File: config.mk
export PLATFORM = sky130hd
export DESIGN_NAME = npc_fetch
export DESIGN_NICKNAME = d
export VERILOG_FILES = /design/src/logic/npc_isa_pkg.sv /design/src/logic/npc_pipe_pkg.sv /design/src/logic/npc_fetch.sv
export VERILOG_INCLUDE_DIRS = /design/src /design/src/logic
export SDC_FILE = /design/constraint.sdc
export NUM_CORES = 1
export LEC_CHECK = 0
export BUFFER_PORTS_ARGS = -buffer_cell sky130_fd_sc_hd__buf_2
export CORE_MARGIN = 8
export CORE_UTILIZATION = 60
export CTS_BUF_LIST = sky130_fd_sc_hd__clkbuf_8
export DETAILED_ROUTE_END_ITERATION = 7
export GPL_TIMING_DRIVEN = 0
export HOLD_SLACK_MARGIN = 0.03
export PLACE_DENSITY = 0.89
export SKIP_LAST_GASP = 1
export SLEW_MARGIN = 20
export SYNTH_ARGS = -nofsm -noshare
export SYNTH_HDL_FRONTEND = slang
export SYNTH_SLANG_ARGS = --single-unit
File: constraint.sdc
create_clock -name clk -period 10 [get_ports clk]
set_clock_uncertainty 0.2 [all_clocks]
set_input_delay 0.5 -clock clk [delete_from_list [all_inputs] [get_ports clk]]
set_output_delay 0.5 -clock clk [all_outputs]
set_load 0.01 [all_outputs]
File: src/logic/npc_config.svh
`ifndef NPC_CONFIG_SVH
`define NPC_CONFIG_SVH

// address of the first fetch after reset
`define NPC_RESET_PC 64'h0000_0000_0000_0000

// data memory size in doublewords
`define NPC_DMEM_WORDS 256

// architectural integer registers
`define NPC_NUM_REGS 32

`endif
File: src/logic/npc_isa_pkg.sv
`default_nettype none

`include "npc_config.svh"

package npc_isa_pkg;

    typedef logic [63:0] word_t;
    typedef logic [$clog2(`NPC_NUM_REGS)-1:0] reg_addr_t;

    // --------------------------------------------------
    // major opcodes of the supported subset
    // --------------------------------------------------
    localparam logic [6:0] OPC_OP     = 7'b0110011;
    localparam logic [6:0] OPC_OP_IMM = 7'b0010011;
    localparam logic [6:0] OPC_LUI    = 7'b0110111;
    localparam logic [6:0] OPC_LOAD   = 7'b0000011;
    localparam logic [6:0] OPC_STORE  = 7'b0100011;
    localparam logic [6:0] OPC_BRANCH = 7'b1100011;
    localparam logic [6:0] OPC_JAL    = 7'b1101111;
    localparam logic [6:0] OPC_SYSTEM = 7'b1110011;

    localparam logic [31:0] INST_EBREAK = 32'h0010_0073;

    // pass-b hands the immediate straight through for lui
    typedef enum logic [2:0] {
        ALU_ADD,
        ALU_SUB,
        ALU_AND,
        ALU_OR,
        ALU_XOR,
        ALU_PASS_B
    } alu_op_t;

    typedef struct packed {
        alu_op_t alu_op;
        logic    use_imm;
        logic    reg_write;
        logic    mem_read;
        logic    mem_write;
        logic    is_branch;
        logic    branch_ne;
        logic    is_jal;
        logic    is_ebreak;
    } ctrl_t;

endpackage

`default_nettype wire

File: src/logic/npc_pipe_pkg.sv
`default_nettype none

package npc_pipe_pkg;

    // --------------------------------------------------
    // stage buses
    // --------------------------------------------------
    typedef struct packed {
        npc_isa_pkg::word_t pc;
    } fs_to_ds_t;

    // unused source fields are zeroed by decode
    typedef struct packed {
        npc_isa_pkg::word_t     pc;
        npc_isa_pkg::ctrl_t     ctrl;
        npc_isa_pkg::reg_addr_t rs1;
        npc_isa_pkg::reg_addr_t rs2;
        npc_isa_pkg::reg_addr_t rd;
        npc_isa_pkg::word_t     rs1_val;
        npc_isa_pkg::word_t     rs2_val;
        npc_isa_pkg::word_t     imm;
    } ds_to_es_t;

    typedef struct packed {
        npc_isa_pkg::word_t     pc;
        npc_isa_pkg::ctrl_t     ctrl;
        npc_isa_pkg::reg_addr_t rd;
        npc_isa_pkg::word_t     alu_result;
        npc_isa_pkg::word_t     store_data;
    } es_to_ms_t;

    typedef struct packed {
        npc_isa_pkg::word_t     pc;
        logic                   reg_write;
        logic                   is_ebreak;
        npc_isa_pkg::reg_addr_t rd;
        npc_isa_pkg::word_t     result;
    } ms_to_ws_t;

    // --------------------------------------------------
    // side channels
    // --------------------------------------------------
    // register file write, also the writeback forwarding source
    typedef struct packed {
        logic                   we;
        npc_isa_pkg::reg_addr_t waddr;
        npc_isa_pkg::word_t     wdata;
    } rf_write_t;

    typedef struct packed {
        logic               taken;
        npc_isa_pkg::word_t target;
    } br_redirect_t;

    typedef struct packed {
        logic                   valid;
        npc_isa_pkg::word_t     pc;
        npc_isa_pkg::reg_addr_t rd;
        logic                   reg_write;
        npc_isa_pkg::word_t     wdata;
    } commit_t;

endpackage

`default_nettype wire

File: src/logic/npc_fetch.sv
`default_nettype none

`include "npc_config.svh"

module npc_fetch (
    input  wire logic                       clk,
    input  wire logic                       rst_n,
    input  wire logic                       ds_allowin,
    input  wire npc_pipe_pkg::br_redirect_t br,
    output logic                            inst_req,
    output logic [63:0]                     inst_addr,
    output logic                            fs_to_ds_valid,
    output npc_pipe_pkg::fs_to_ds_t         fs_to_ds_bus
);
    import npc_isa_pkg::*;

    logic  started;
    logic  fs_valid;
    logic  fs_load;
    word_t seq_pc;
    word_t fs_pc;

    // a redirect drops the held item so fetch may always load
    assign fs_load  = started && (br.taken || !fs_valid || ds_allowin);
    assign inst_req = started;

    // a held item re-requests its own pc to keep inst in step
    always_comb begin
        if (br.taken) begin
            inst_addr = br.target;
        end else if (fs_load) begin
            inst_addr = seq_pc;
        end else begin
            inst_addr = fs_pc;
        end
    end

    always_ff @(posedge clk) begin
        if (!rst_n) begin
            started  <= 1'b0;
            fs_valid <= 1'b0;
            seq_pc   <= `NPC_RESET_PC;
        end else begin
            started <= 1'b1;
            if (fs_load) begin
                fs_valid <= 1'b1;
                seq_pc   <= inst_addr + 64'd4;
            end
        end
    end

    always_ff @(posedge clk) begin
        if (fs_load) begin
            fs_pc <= inst_addr;
        end
    end

    assign fs_to_ds_valid  = fs_valid;
    assign fs_to_ds_bus.pc = fs_pc;

    // redirect targets come from execute and must stay word aligned
    a_fetch_aligned: assert property (@(posedge clk) disable iff (!rst_n)
        inst_req |-> inst_addr[1:0] == 2'b00);

endmodule

`default_nettype wire

==> results.md <==
* DRT Wirelength at 32.2 mm
* Post-route insts no fill at 1283
* Final hold slack at 0.204 ns
* # fillers at 991
* Synth area leader: edfxtp_1
* Largest net degree at the start of global routing at 43
* PortBufs at ~200
* Clock-pin slew on the worst setup and hold paths at 0.08 ns
* Final Util at 0.745
* Outcome: completed
* Layout cells sized above 1 at 0.256
* Area share of the largest cell type after synthesis at 0.248
* Die height at 130 um
* Total number of vias at around 8900
* First-pass GRT wire length at 47.9 mm
* Worst path required time at 10.20 ns
* Relative slew slack at 0.292
* Cts bufs inserted at 17
* Die width at 130 um
* Total congestion overflow at 0
* Reg power frac at 0.439
* Clock Tree Buf Depth at 2
* Pwr/cell area at 155 mW/mm^2
* DP Worst Slack at 5.28 ns
* Final min period at 5.03 ns
* DR vias/cell at 6.94
* Avg Inst Size Synth at around 8.8 um^2
* Dpl cells at 1250
* Die area at approximately 0.017 mm^2
* Switching part of the total at 0.330
* Max Fclk at 199 MHz
* Synthesized area at between 0.007 and 0.008 mm^2
* Crit path kind: flip-flop to flip-flop
* N_diodes at 0
* Final setup margin at 4.97 ns
* Vias in the first global route at 8401
* Later-pin clock latency in the skew report at 0.48 ns
* # DRC at 0
* Yosys Warn Count at 0
* Worst Hold Class: input pin to flip-flop
* Total track usage at 0.378
* Post-cts sizing count at 0
* Routed Antenna Nets at 0
* Core area at 0.0126 mm^2
* CP arrival at 5.23 ns
* Row count at 41
* First-pass iteration count of the detailed router at 8
* Max-slew violation count at 0
* Synth Flop Type: dfxtp_1
* CP Capture Type: flip-flop
* Setup_tns at 0 ns
* Lkg Pwr at between 3 and 4 nW
* Num ports at 198
* CTS Sinks at 130
* Final #Nets at 1167
* Initial Util at 0.615
* Number of max-cap violations at 0
* Initial antenna violation count at 0
* Worst IR Drop VDD at 0.177 mV
* Clk pwr share at 0.328
* Post-DP HPWL at 23.2 mm
* Routability cong. at about 1.0
* Internal at about 0.98 mW
* Sequential area share after synthesis at 0.418
* Routed len/inst at 25.1 um
* Mapped Cells at 881
* Combinational power share at 0.233
* Synth cell types at 74
* TritonCTS clock tree: built
* Htree depth at 4
* Synth-to-layout area growth at 21.3%
* RSZ-0062 raised after global routing: false
* Drt first-iter violations at 1557
* Synthesized Nets at 950
* Post-synth EDFFs at 64
* Max Fanout on Critical Path at 10
* Number of synthesized register bits at 130
* Final Hold Viols at 0
* Tcrit/Tclk final at 0.503
* Tightest Pin Transition at 1.05 ns
* Crit start category: flip-flop
* Most numerous cell in the Yosys netlist: o21ai_0
* Root Driver: clkbuf_8
* P_sw at 0.481 mW
* Synth area leaders: edfxtp_1, dfxtp_1, o21ai_0
* Commonest cells post-synth: o21ai_0, nand2_1, dfxtp_1
* Setup violators final at 0
* Async set-reset flop share out of synthesis at 0
[cells in the final DEF (no fill, tap or decap), types with 21 or more instances in the layout]
master	n
nand2_1	87
dfxtp_1	66
a211oi_1	28
clkbuf_1	35
a21oi_1	43
inv_1	21
edfxtp_1	64
buf_2	213
xnor2_1	24
mux2i_1	27
a31oi_1	41
nand3_1	52
o21ai_0	88
nand4_1	24
nor2_1	52
[stage by stage]
step	power, mW	instance area (um^2)
after detailed placement	0.975	8980
after floorplan	0.837	7760
after CTS	1.44	9400
final	1.46	9410
after global routing	1.50	9410
after global placement	0.971	8950
[worst paths after layout]
check	startpoint	end	slack [ns]	cells after the start
worst max-delay path	inst_req	seq_pc[60]	4.97	13
worst min-delay path	br[1]	fs_to_ds_bus[1]	0.20	3
worst max register to register	inst_req	seq_pc[60]	4.97	13
worst min register to register	seq_pc[1]	seq_pc[1]	0.26	2
[final cells by class]
class / instances / area (um^2) / share of cell area
clock inverters: 14 / 164 / 0.0174
inverters: 23 / 87.6 / 0.00931
well taps: 172 / 215 / 0.0229
multi-input cells: 660 / 4100 / 0.436
repair buffers: 198 / 1010 / 0.107
clock buffers: 18 / 248 / 0.0263
plain buffers: 68 / 340 / 0.0362
flip-flops and latches: 130 / 3240 / 0.345
[registers in the layout (all words and copies together) (netlist names)]
name            count
fs_to_ds_bus       64
inst_req            1
seq_pc             64
fs_to_ds_valid      1
[worst max-delay path, stage by stage (launching register included)]
cell	delay [ns]
dfxtp_1	0.34
inv_2	0.12
buf_4	0.23
clkbuf_1	0.67
o21ai_0	0.22
a2bb2oi_1	0.53
ha_1	0.38
and3_1	0.19
clkbuf_1	0.33
nand4bb_1	0.30
or4_1	0.51
buf_2	0.22
or4_1	0.53
a31oi_1	0.19
[cell families (layout without fill, tap and decap cells)]
family                   Yosys count  count (layout)  synth area share
flip-flops                       130             130             0.418
adder cells (fa/ha/maj)            1               1           0.00161
XOR/XNOR                          36              36            0.0406
AO/OA/AOI/OAI                    277             277             0.234
multiplexers                      27              27            0.0348
AND/OR/NAND/NOR                  319             319             0.216
buffers and inverters             91             321            0.0547
[power groups by stage]
stage               Sequential (mW)  Combinational [mW]  Clock (mW)
floorplan                     0.654               0.182           0
global placement              0.650               0.321           0
detailed placement            0.649               0.326           0
CTS                           0.638               0.328       0.472
global route                  0.643               0.360       0.494
finish                        0.639               0.340       0.477
[timing repair]
| item | 4_1_cts | 5_1_grt |
|---|---|---|
| buffers inserted | 0 | 0 |
| endpoints found under the hold margin | 1 | 0 |
| hold buffers | 1 | 0 |
[layer usage]
| metal | wire length, um | global-route usage |
|---|---|---|
| met5 | 0 | 0 |
| met4 | 2090 | 0.239 |
| met1 | 11500 | 0.472 |
| met3 | 4940 | 0.124 |
| met2 | 13600 | 0.556 |
No activity file was read; power rests on OpenSTA's default activity.
