$ cat config.mk
export PLATFORM = sky130hd
export DESIGN_NAME = npc_writeback
export DESIGN_NICKNAME = d
export VERILOG_FILES = /design/src/logic/npc_isa_pkg.sv /design/src/logic/npc_pipe_pkg.sv /design/src/logic/npc_writeback.sv
export VERILOG_INCLUDE_DIRS = /design/src /design/src/logic
export SDC_FILE = /design/constraint.sdc
export NUM_CORES = 1
export LEC_CHECK = 0
export BUFFER_PORTS_ARGS = -buffer_cell sky130_fd_sc_hd__buf_2
export CAP_MARGIN = 25
export CELL_PAD_IN_SITES_DETAIL_PLACEMENT = 0
export CELL_PAD_IN_SITES_GLOBAL_PLACEMENT = 1
export CORE_MARGIN = 2
export CORE_UTILIZATION = 34
export CTS_BUF_LIST = sky130_fd_sc_hd__clkbuf_4 sky130_fd_sc_hd__clkbuf_8
export CTS_CLUSTER_DIAMETER = 120
export CTS_CLUSTER_SIZE = 8
export DETAILED_ROUTE_END_ITERATION = 10
export HOLD_SLACK_MARGIN = 0.15
export PLACE_DENSITY_LB_ADDON = 0.1
export REMOVE_ABC_BUFFERS = 1
export SETUP_SLACK_MARGIN = 0.02
export SLEW_MARGIN = 20
export SYNTH_ARGS = -nofsm -noshare
export SYNTH_HDL_FRONTEND = slang
export SYNTH_SLANG_ARGS = --single-unit
$ cat constraint.sdc
create_clock -name clk -period 5.95 [get_ports clk]
set_input_delay 0.2975 -clock clk [delete_from_list [all_inputs] [get_ports clk]]
set_output_delay 0.2975 -clock clk [all_outputs]
set_load 0.02 [all_outputs]
$ cat src/logic/npc_config.svh
`ifndef NPC_CONFIG_SVH
`define NPC_CONFIG_SVH

// address of the first fetch after reset
`define NPC_RESET_PC 64'h0000_0000_0000_0000

// data memory size in doublewords
`define NPC_DMEM_WORDS 256

// architectural integer registers
`define NPC_NUM_REGS 32

`endif
$ cat src/logic/npc_isa_pkg.sv
`default_nettype none

`include "npc_config.svh"

package npc_isa_pkg;

    typedef logic [63:0] word_t;
    typedef logic [$clog2(`NPC_NUM_REGS)-1:0] reg_addr_t;

    // --------------------------------------------------
    // major opcodes of the supported subset
    // --------------------------------------------------
    localparam logic [6:0] OPC_OP     = 7'b0110011;
    localparam logic [6:0] OPC_OP_IMM = 7'b0010011;
    localparam logic [6:0] OPC_LUI    = 7'b0110111;
    localparam logic [6:0] OPC_LOAD   = 7'b0000011;
    localparam logic [6:0] OPC_STORE  = 7'b0100011;
    localparam logic [6:0] OPC_BRANCH = 7'b1100011;
    localparam logic [6:0] OPC_JAL    = 7'b1101111;
    localparam logic [6:0] OPC_SYSTEM = 7'b1110011;

    localparam logic [31:0] INST_EBREAK = 32'h0010_0073;

    // pass-b hands the immediate straight through for lui
    typedef enum logic [2:0] {
        ALU_ADD,
        ALU_SUB,
        ALU_AND,
        ALU_OR,
        ALU_XOR,
        ALU_PASS_B
    } alu_op_t;

    typedef struct packed {
        alu_op_t alu_op;
        logic    use_imm;
        logic    reg_write;
        logic    mem_read;
        logic    mem_write;
        logic    is_branch;
        logic    branch_ne;
        logic    is_jal;
        logic    is_ebreak;
    } ctrl_t;

endpackage

`default_nettype wire

$ cat src/logic/npc_pipe_pkg.sv
`default_nettype none

package npc_pipe_pkg;

    // --------------------------------------------------
    // stage buses
    // --------------------------------------------------
    typedef struct packed {
        npc_isa_pkg::word_t pc;
    } fs_to_ds_t;

    // unused source fields are zeroed by decode
    typedef struct packed {
        npc_isa_pkg::word_t     pc;
        npc_isa_pkg::ctrl_t     ctrl;
        npc_isa_pkg::reg_addr_t rs1;
        npc_isa_pkg::reg_addr_t rs2;
        npc_isa_pkg::reg_addr_t rd;
        npc_isa_pkg::word_t     rs1_val;
        npc_isa_pkg::word_t     rs2_val;
        npc_isa_pkg::word_t     imm;
    } ds_to_es_t;

    typedef struct packed {
        npc_isa_pkg::word_t     pc;
        npc_isa_pkg::ctrl_t     ctrl;
        npc_isa_pkg::reg_addr_t rd;
        npc_isa_pkg::word_t     alu_result;
        npc_isa_pkg::word_t     store_data;
    } es_to_ms_t;

    typedef struct packed {
        npc_isa_pkg::word_t     pc;
        logic                   reg_write;
        logic                   is_ebreak;
        npc_isa_pkg::reg_addr_t rd;
        npc_isa_pkg::word_t     result;
    } ms_to_ws_t;

    // --------------------------------------------------
    // side channels
    // --------------------------------------------------
    // register file write, also the writeback forwarding source
    typedef struct packed {
        logic                   we;
        npc_isa_pkg::reg_addr_t waddr;
        npc_isa_pkg::word_t     wdata;
    } rf_write_t;

    typedef struct packed {
        logic               taken;
        npc_isa_pkg::word_t target;
    } br_redirect_t;

    typedef struct packed {
        logic                   valid;
        npc_isa_pkg::word_t     pc;
        npc_isa_pkg::reg_addr_t rd;
        logic                   reg_write;
        npc_isa_pkg::word_t     wdata;
    } commit_t;

endpackage

`default_nettype wire

$ cat src/logic/npc_writeback.sv
`default_nettype none

module npc_writeback (
    input  wire logic                    clk,
    input  wire logic                    rst_n,
    input  wire logic                    ms_to_ws_valid,
    input  wire npc_pipe_pkg::ms_to_ws_t ms_to_ws_bus,
    output logic                         ws_allowin,
    output npc_pipe_pkg::rf_write_t      ws_to_rf,
    output npc_pipe_pkg::commit_t        commit,
    output logic                         halted
);
    import npc_pipe_pkg::*;

    logic      ws_valid;
    ms_to_ws_t ws_bus;
    logic      retire;

    // retires every cycle until an ebreak has gone through
    assign ws_allowin = !halted;
    assign retire     = ws_valid && !halted;

    always_ff @(posedge clk) begin
        if (!rst_n) begin
            ws_valid <= 1'b0;
            halted   <= 1'b0;
        end else begin
            if (ws_allowin) begin
                ws_valid <= ms_to_ws_valid;
            end
            if (retire && ws_bus.is_ebreak) begin
                halted <= 1'b1;
            end
        end
    end

    always_ff @(posedge clk) begin
        if (ws_allowin && ms_to_ws_valid) begin
            ws_bus <= ms_to_ws_bus;
        end
    end

    assign ws_to_rf.we    = retire && ws_bus.reg_write;
    assign ws_to_rf.waddr = ws_bus.rd;
    assign ws_to_rf.wdata = ws_bus.result;

    assign commit.valid     = retire;
    assign commit.pc        = ws_bus.pc;
    assign commit.rd        = ws_bus.rd;
    assign commit.reg_write = ws_bus.reg_write;
    assign commit.wdata     = ws_bus.result;

endmodule

`default_nettype wire

==> results of run 1 <==
==> worst max-delay path, delay by kind of cell (launching register included) <==
| kind | cells | cell delay (ns) |
|---|---|---|
| flops | 1 | 0.37 |
| simple gates | 1 | 0.47 |
| buf+inv | 1 | 0.69 |
==> layout make-up <==
class / count / area share, %
Multi-Input combinational cell: 7 / 0.650
Sequential cell: 137 / 51.9
Inverter: 1 / 0.0476
Clock buffer: 18 / 3.06
Tap cell: 220 / 3.49
Timing Repair Buffer: 482 / 39.2
Clock inverter: 13 / 1.65
==> metrics by stage <==
step / utilization, % / worst slack, ns / hold WS (ns) / cell area, um2 / instances
finish: 47.9 / 3.98 / 0.351 / 7890 / 878
global route: 47.9 / 3.82 / 0.332 / 7890 / 878
CTS: 47.9 / 3.94 / 0.315 / 7890 / 878
detailed placement: 37.4 / 3.93 / 0.476 / 6160 / 711
global placement: 37.4 / 3.96 / 0.474 / 6160 / 711
floorplan: - / 1.54 / 0.396 / 4140 / 145
==> path summary, 6_finish.rpt <==
| path | slack (ns) | cells after the start | startpoint | end |
|---|---|---|---|---|
| setup / recovery | 3.98 | 2 | halted | commit[81] |
| hold / removal | 0.35 | 2 | ms_to_ws_valid | commit[48] |
| setup reg to reg | 3.98 | 2 | halted | commit[81] |
| hold reg to reg | 0.53 | 2 | ws_bus[69] | halted |
==> registers in the layout, indices dropped and copies added (netlist names) <==
signal and count:
commit 134, halted 1, ws_bus 1, ws_valid 1
==> placed cells by master (no fill, tap or decap) <==
cell type and instances:
buf_2 344, dlygate4sd3_1 136, edfxtp_1 135, clkbuf_8 17, clkinv_2 4, clkinv_4 3, nor2b_1 2, and2_1 2
bufinv_16 2, clkinv_1 2, dfxtp_1 2, buf_4 2, inv_1 1, a21oi_1 1, nor2b_4 1, o21a_1 1
clkbuf_4 1, clkinvlp_4 1, inv_6 1
==> layer usage <==
metal	track usage, %	share of wire [%]	wire, um	up-vias
li1	-	-	-	1584
met1	14.2	35	4520	1550
met2	25.3	53	6800	200
met3	6.51	9.1	1160	20
met4	5.50	2.1	264	0
met5	0	0	0	-
==> power by group through the flow <==
stage / clock, uW / sequential [uW] / combinational (uW)
floorplan: 0 / 1300 / 21.6
global placement: 0 / 1180 / 275
detailed placement: 0 / 1180 / 275
CTS: 745 / 1160 / 346
global route: 780 / 1160 / 365
finish: 721 / 1160 / 344
==> logic make-up after synthesis <==
kind of cell	synth area share, %
AOI/OAI and AO/OA	0.220
buffers and inverters	27.1
and+or+nand+nor	0.595
DFF	72.1
==> metrics.txt, run 1 <==
status completed; clock share of power roughly 32%; drt initial violations around 150; Yosys reg bits 137; core area around 16000 um2; CP max FO 61; I/O Buffers 344; Total Power 2220 uW; P&R area growth vs syn 39.1%; Setup Buffers After CTS 0; share of cells above drive strength 1 57.1%; Yosys top cell area share about 70%; P_leak 0.00347 uW; clock root buffer clkbuf_8; Worst Hold Class input port to register; ANT nets after route 0; Seq/Total Area, Yosys 72.1%; Int Pwr 1650 uW; actual slew at the worst max-slew pin between 0.7 and 0.8 ns; worst path required time 6.02 ns; DP Wirelength around 9.1 mm; DRC 0; H-tree depth 4; Post-synth EDFFs 135; ys async rst share 0%; Reg clk slew, reported paths approximately 0.08 ns; first-pass GRT wire length about 18 mm; gpl congestion approximately 0.74; Antenna diodes 0; Switching Power roughly 570 uW; Fmax just over 500 MHz; Post-CTS Resized 0; GRT Residual Overflow 0; initial core utilization between 30 and 40%; slowest cell on the critical path buf_4; WS Path Type register to register; all-layer global routing usage 14.1%; PwrDens ~280 nW/um2; Boundary Pins about 350; switching portion of total power roughly a quarter; total number of vias 3354; Max VDD drop ~0.15 mV; synth unique cells 9; Die Width approximately 130 um; Total Wirelength 12.8 mm; WL/cell roughly 15 um; final slew viol count 0; Register Area 4090 um2; fin crit period about 2.0 ns; syn_area_per_cell ~16 um2; initial antenna violation count 0; area leader, netlist edfxtp_1; Synth Instances about 350; Max stage delay on crit path 0.69 ns; largest net degree at the start of global routing between 60 and 70; CTS tree done; area occupied by multi-input gates between 50 and 60 um2; CTS buffer count 17; Rel. slew slack 47.7%; TNS Setup 0 ns; Ys Warns 0; Filler Cell Count 1487; Mapped Area about 5700 um2; Gate power share between 10% and 20%; main area contributors after synthesis edfxtp_1, buf_4, dfxtp_1, and2_1, nor2b_1; part of the power in registers a little over half; crit end category register; Detailed Routing Iterations Pass 1 4; ys flop type edfxtp_1; Max Buffers Root-to-Sink 2; final setup vio count 0; crit path launch type register; # hold bufs at CTS 136; Final #Nets 784; RSZ-0062 raised after global routing no; clock sinks about 140; vias per cell approximately 3.8; clock insertion delay at the later pin of the skew report about 0.43 ns; crit path cell chain nor2b_4 -> buf_4; vias in the first global route between 3000 and 4000; Die ar. approximately 18000 um2; Hold Vio Cnt, Final 0; Worst Skew between 0.007 and 0.008 ns; Critical Path AT roughly 2.0 ns; FP Rows 47; Post-synth top cells buf_4, edfxtp_1, and2_1, dfxtp_1, nor2b_1; count leader, synth buf_4; Die Y about 130 um; max cap viols 0; Final Cycle Share about a third
Note: power is estimated with default switching activity, not from simulation.
==> run 2, diff against run 1 <==
--- a/config.mk
+++ b/config.mk
@@ -11,7 +11,7 @@
 export CELL_PAD_IN_SITES_DETAIL_PLACEMENT = 0
 export CELL_PAD_IN_SITES_GLOBAL_PLACEMENT = 1
 export CORE_MARGIN = 2
-export CORE_UTILIZATION = 34
+export CORE_UTILIZATION = 31
 export CTS_BUF_LIST = sky130_fd_sc_hd__clkbuf_4 sky130_fd_sc_hd__clkbuf_8
 export CTS_CLUSTER_DIAMETER = 120
 export CTS_CLUSTER_SIZE = 8
==> constraint.sdc (replaced) <==
create_clock -name clk -period 1.8 [get_ports clk]
set_input_delay 0.09 -clock clk [delete_from_list [all_inputs] [get_ports clk]]
set_output_delay 0.09 -clock clk [all_outputs]
set_load 0.02 [all_outputs]
==> metrics.txt, run 2 (synthesized netlist as in run 1, its figures left out) <==
Max Buffers Root-to-Sink 2; Boundary Pins ~350; fin util 44.1%; P&R area growth vs syn 39.6%; switching portion of total power between 20% and 30%; Crit path max-delay family buffers and inverters; drt initial violations 107; Filler Cell Count approximately 1700; max cap viols 0; Max stage delay on crit path 0.43 ns; DRC 0; WS Path Type register to register; worst path required time roughly 1.9 ns; Gate power share between 10% and 20%; Reg clk slew, reported paths 0.07 ns; vias per cell approximately 3.7; Die Width 139 um; clock sinks 137; hold depth 3; Worst path depth 2; initial core utilization 31.6%; clock insertion delay at the later pin of the skew report between 0.4 and 0.5 ns; Total Wirelength 12.1 mm; Int Pwr approximately 5500 uW; Detailed Routing Iterations Pass 1 4; Rel. slew slack a little over two thirds; crit path launch type register; slowest cell on the critical path buf_4; Hold Crit Start ms_to_ws_valid; commonest non-fill, non-tap cells in the layout buf_2, dlygate4sd3_1, edfxtp_1; DP Wirelength between 8 and 9 mm; FP Rows between 40 and 50; clock share of power 31.7%; crit path cell chain nor2b_4 -> buf_4; CTS buffer count 17; DP Area slightly above 6000 um2; RSZ-0062 raised after global routing no; WL/cell 13.6 um; initial antenna violation count 0; commonest non-fill, non-tap cell in the layout buf_2; vias in the first global route roughly 3400; Critical Path AT ~1.4 ns; Antenna diodes 0; share of cells above drive strength 1 57.2%; Fmax between 700 and 800 MHz; H-tree depth 4; fin crit period 1.37 ns; final slew viol count 0; CP max FO 34; Worst Hold Class input port to register; total number of vias roughly 3300; actual slew at the worst max-slew pin 0.454 ns; GRT Residual Overflow 0; max reg flops ~130; crit end category register; I/O Buffers 344; worst r2r path cells 2; clock root buffer clkbuf_8; Hold Vio Cnt, Final 0; TNS Setup 0 ns; Max VDD drop 0.398 mV; Switching Power about 1800 uW; PwrDens roughly 900 nW/um2; gpl congestion between 0.7 and 0.8; Design Area, Final around 7900 um2; largest net degree at the start of global routing 55; first-pass GRT wire length about 18 mm; CTS tree done; status completed; P_leak 0.00347 uW; all-layer global routing usage approximately 12%; Worst Path Buf+Inv 1; Worst Skew roughly 0.010 ns; Setup Buffers After CTS 0; core area approximately 18000 um2; part of the power in registers a little over half; Final #Nets 785; Die ar. between 15000 and 20000 um2; ANT nets after route 0; setup ws final around 0.43 ns; FF-to-FF Start halted; Post-CTS Resized 0; Die Y 139 um; FF-to-FF setup slack between 0.4 and 0.5 ns; FF-to-FF End commit[130]; Final Cycle Share between 70% and 80%; worst slack, placed 0.419 ns; final setup vio count 0; hold-critical path endpoint commit[74]
==> run 2: cell types whose count changed in the layout (fill, tap and decap cells not counted) <==
cell and delta:
clkinv_1 -1, clkinvlp_4 +2, inv_6 -1, clkbuf_4 +1, buf_12 +2, clkinv_4 -3, buf_4 -1
==> run 2: area by class of cell <==
type,count,area [um2],share of cell area (%)
clock buffer,19,249,3.14
clock inverter,10,106,1.34
inverter,1,3.75,0.0474
multi-input combinational,7,51.3,0.648
sequential,137,4090,51.7
tap,229,287,3.62
timing repair buffer,483,3130,39.5
==> run 2: worst reg2reg max path, delay by kind of cell, from the launching register on <==
| family | cells | cell delay (ns) |
|---|---|---|
| simple gates | 1 | 0.21 |
| flops | 1 | 0.37 |
| buf+inv | 1 | 0.43 |
==> run 2: per-stage QoR <==
stage	hold slack (ns)	cells	total power, uW
after floorplan	0.189	145	4360
after global placement	0.266	721	4810
after detailed placement	0.268	721	4810
after CTS	0.260	886	7390
after global routing	0.259	886	7650
final	0.283	886	7260
==> run 2: layer usage <==
| metal | track usage [%] | wire [um] |
|---|---|---|
| met1 | 12.6 | 4240 |
| met2 | 22.0 | 6490 |
| met3 | 5.82 | 1200 |
| met4 | 4.57 | 172 |
| met5 | 0 | 0 |
==> run 2: worst max-delay path by stage <==
stage,from,end,slack [ns]
6_report,halted,commit[130],0.43
5_1_grt,halted,ws_to_rf[69],0.31
3_5_place_dp,halted,commit[101],0.42
4_1_cts,halted,ws_to_rf[69],0.35
3_3_place_gp,halted,commit[36],0.45
2_1_floorplan,halted,commit[0],-2.61
==> run 2: what timing repair did <==
action                                 4_1_cts  5_1_grt
setup endpoints to repair                    0        0
hold buffers                               136        0
endpoints found under the hold margin      137        0
==> run 2: power by group through the flow <==
| stage | Sequential [uW] | Combinational (uW) | Clock (uW) |
|---|---|---|---|
| after floorplan | 4290 | 71.6 | 0 |
| after global placement | 3890 | 922 | 0 |
| after detailed placement | 3890 | 921 | 0 |
| after CTS | 3820 | 1160 | 2420 |
| after global routing | 3840 | 1210 | 2590 |
| final | 3820 | 1140 | 2300 |
==> run 3, diff against run 2 <==
--- a/config.mk
+++ b/config.mk
@@ -6,12 +6,13 @@
 export SDC_FILE = /design/constraint.sdc
 export NUM_CORES = 1
 export LEC_CHECK = 0
+export ABC_AREA = 1
 export BUFFER_PORTS_ARGS = -buffer_cell sky130_fd_sc_hd__buf_2
 export CAP_MARGIN = 25
 export CELL_PAD_IN_SITES_DETAIL_PLACEMENT = 0
 export CELL_PAD_IN_SITES_GLOBAL_PLACEMENT = 1
 export CORE_MARGIN = 2
-export CORE_UTILIZATION = 31
+export CORE_UTILIZATION = 34
 export CTS_BUF_LIST = sky130_fd_sc_hd__clkbuf_4 sky130_fd_sc_hd__clkbuf_8
 export CTS_CLUSTER_DIAMETER = 120
 export CTS_CLUSTER_SIZE = 8
==> constraint.sdc (replaced) <==
create_clock -name clk -period 1.4 [get_ports clk]
set_input_delay 0.07 -clock clk [delete_from_list [all_inputs] [get_ports clk]]
set_output_delay 0.07 -clock clk [all_outputs]
set_load 0.02 [all_outputs]
==> metrics.txt, run 3 <==
status completed; clock sinks 137; main area contributors after synthesis edfxtp_1, buf_4, dfxtp_1, a21oi_2, inv_1; FP Rows 47; initial core utilization between 30 and 40%; Post-synth EDFFs 135; Final #Nets 793; CTS tree done; actual slew at the worst max-slew pin approximately 0.21 ns; ys async rst share 0%; crit end category register; Total Wirelength about 13 mm; I/O Buffers between 300 and 400; Worst Hold Class input port to register; DP Wirelength between 9 and 10 mm; PwrDens approximately 1200 nW/um2; commonest non-fill, non-tap cells in the layout buf_2, dlygate4sd3_1, edfxtp_1; DP Area 6220 um2; count leader, synth buf_4; synth unique cells 10; vias per cell a little under 4; GRT Residual Overflow 0; initial antenna violation count 0; largest family of logic cells by synthesized area buffers and inverters; FF-to-FF End commit[22]; Design Area, Final about 8000 um2; worst r2r path cells 4; first-pass GRT wire length 19.3 mm; Total Power slightly below 10000 uW; fin crit period 1.27 ns; Synth Instances roughly 350; max reg flops between 100 and 150; Fmax ~800 MHz; clock insertion delay at the later pin of the skew report 0.43 ns; clock root buffer clkbuf_8; Yosys reg bits about 140; Synth Area in Adders 0%; TNS Setup 0 ns; Die ar. ~18000 um2; WL/cell ~15 um; Die Width 133 um; final slew viol count 0; XOR/XNOR Fraction of Synth Area 0%; Synth Area in Simple Gates less than 1%; RSZ-0062 raised after global routing no; WS Path Type register to register; ANT nets after route 0; FF-to-FF setup slack 0.13 ns; Critical Path AT 1.40 ns; met2 Use GR 25.8%; syn_area_per_cell 16.1 um2; P&R area growth vs syn 41.4%; ys flop type edfxtp_1; DRC 0; gpl congestion around 0.74; Antenna diodes 0; hold-critical path endpoint commit[14]; Worst Skew a little over 0.009 ns; Post-synth top cells buf_4, edfxtp_1, inv_1; Hold Vio Cnt, Final 0; largest net degree at the start of global routing 38; max cap viols 0; Mapped Area about 5700 um2; Detailed Routing Iterations Pass 1 4; hold depth 2; vias in the first global route 3566; crit path launch type register; Ys Warns 0; Die Y 133 um; Seq/Total Area, Yosys between 70% and 80%; P_leak roughly 0.0035 uW; Filler Cell Count between 1000 and 1500; Reg clk slew, reported paths roughly 0.080 ns; commonest non-fill, non-tap cell in the layout buf_2; worst path required time between 1.5 and 2 ns; all-layer global routing usage ~15%; final setup vio count 0; met3 Use GR under 10%; core area between 15000 and 20000 um2; area leader, netlist edfxtp_1; Hold Crit Start ms_to_ws_bus[14]; mux cell area share after synthesis 0%; Max VDD drop roughly 0.5 mV; total number of vias between 3000 and 4000; CP max FO 17; H-tree depth 4; FF-to-FF Start halted; Yosys top cell area share a little under three quarters; Top Usage Layer GRT met2; met1 Use GR approximately 16%; Boundary Pins between 300 and 400; drt initial violations 84; Setup Buffers After CTS 0; Max Buffers Root-to-Sink 2; share of cells above drive strength 1 between 50% and 60%; Rel. slew slack between 80% and 90%; CTS buffer count 17; Final Cycle Share between 90% and 100%; Compound-Gate Fraction of Synth Area 0.308%
[run 3: cell count changes in the layout (fill, tap and decap cells not counted), sizes merged, moves of 2 or more]
cell and change:
inv +3, and2 -2, nand2 +3, bufinv +2, nor2b -3, buf +3, dlygate4sd3 +2
[run 3: cell type report]
class	instances	area, um2	area share [%]
tap	220	275	3.43
sequential	137	4090	51.0
inverter	4	17.5	0.218
multi-input combinational	7	41.3	0.514
clock buffer	19	249	3.10
timing repair buffer	488	3180	39.6
clock inverter	13	178	2.21
[run 3: metal layers]
layer / routed length [um] / vias up
met4: 222 / 0
li1: - / 1606
met5: 0 / -
met1: 4810 / 1576
met2: 6900 / 214
met3: 1170 / 17
[run 3: cell families after synthesis]
family | after synthesis
and+or+nand+nor | 5
buffers and inverters | 208
AOI/OAI and AO/OA | 2
DFF | 137
[run 3: where the power goes]
part           switching, uW  internal (uW)
registers               98.7           4820
clock network           1470           1960
logic                    844            654
total                   2420           7430
[run 3: worst max-delay path: stages (launching register included)]
cell     delay, ns
dfxtp_1       0.34
inv_2         0.09
nand2_2       0.08
inv_4         0.17
buf_4         0.28
[run 3: how the worst max path moves through the flow]
stage          cells past startpoint   start         end  slack (ns)
6_report                           4  halted  commit[22]        0.13
4_1_cts                            4  halted  commit[19]        0.08
2_1_floorplan                      3  halted   commit[0]       -2.34
5_1_grt                            4  halted  commit[77]        0.03
3_5_place_dp                       4  halted  commit[72]        0.08
3_3_place_gp                       4  halted  commit[72]        0.11
[run 3: stage by stage]
stage	hold slack, ns	setup WS (ns)	instances	util, %
global route	0.294	0.0262	888	48.8
global placement	0.247	0.108	718	37.8
finish	0.335	0.127	888	48.8
detailed placement	0.248	0.0849	718	37.8
CTS	0.291	0.0752	888	48.8
floorplan	0.169	-2.34	148	-
[run 3: timing repair]
| action | CTS | global route |
|---|---|---|
| hold buffers | 138 | 0 |
| endpoints found under the hold margin | 142 | 0 |
| endpoints found under the setup margin | 0 | 12 |
| gates resized for setup | 0 | 1 |
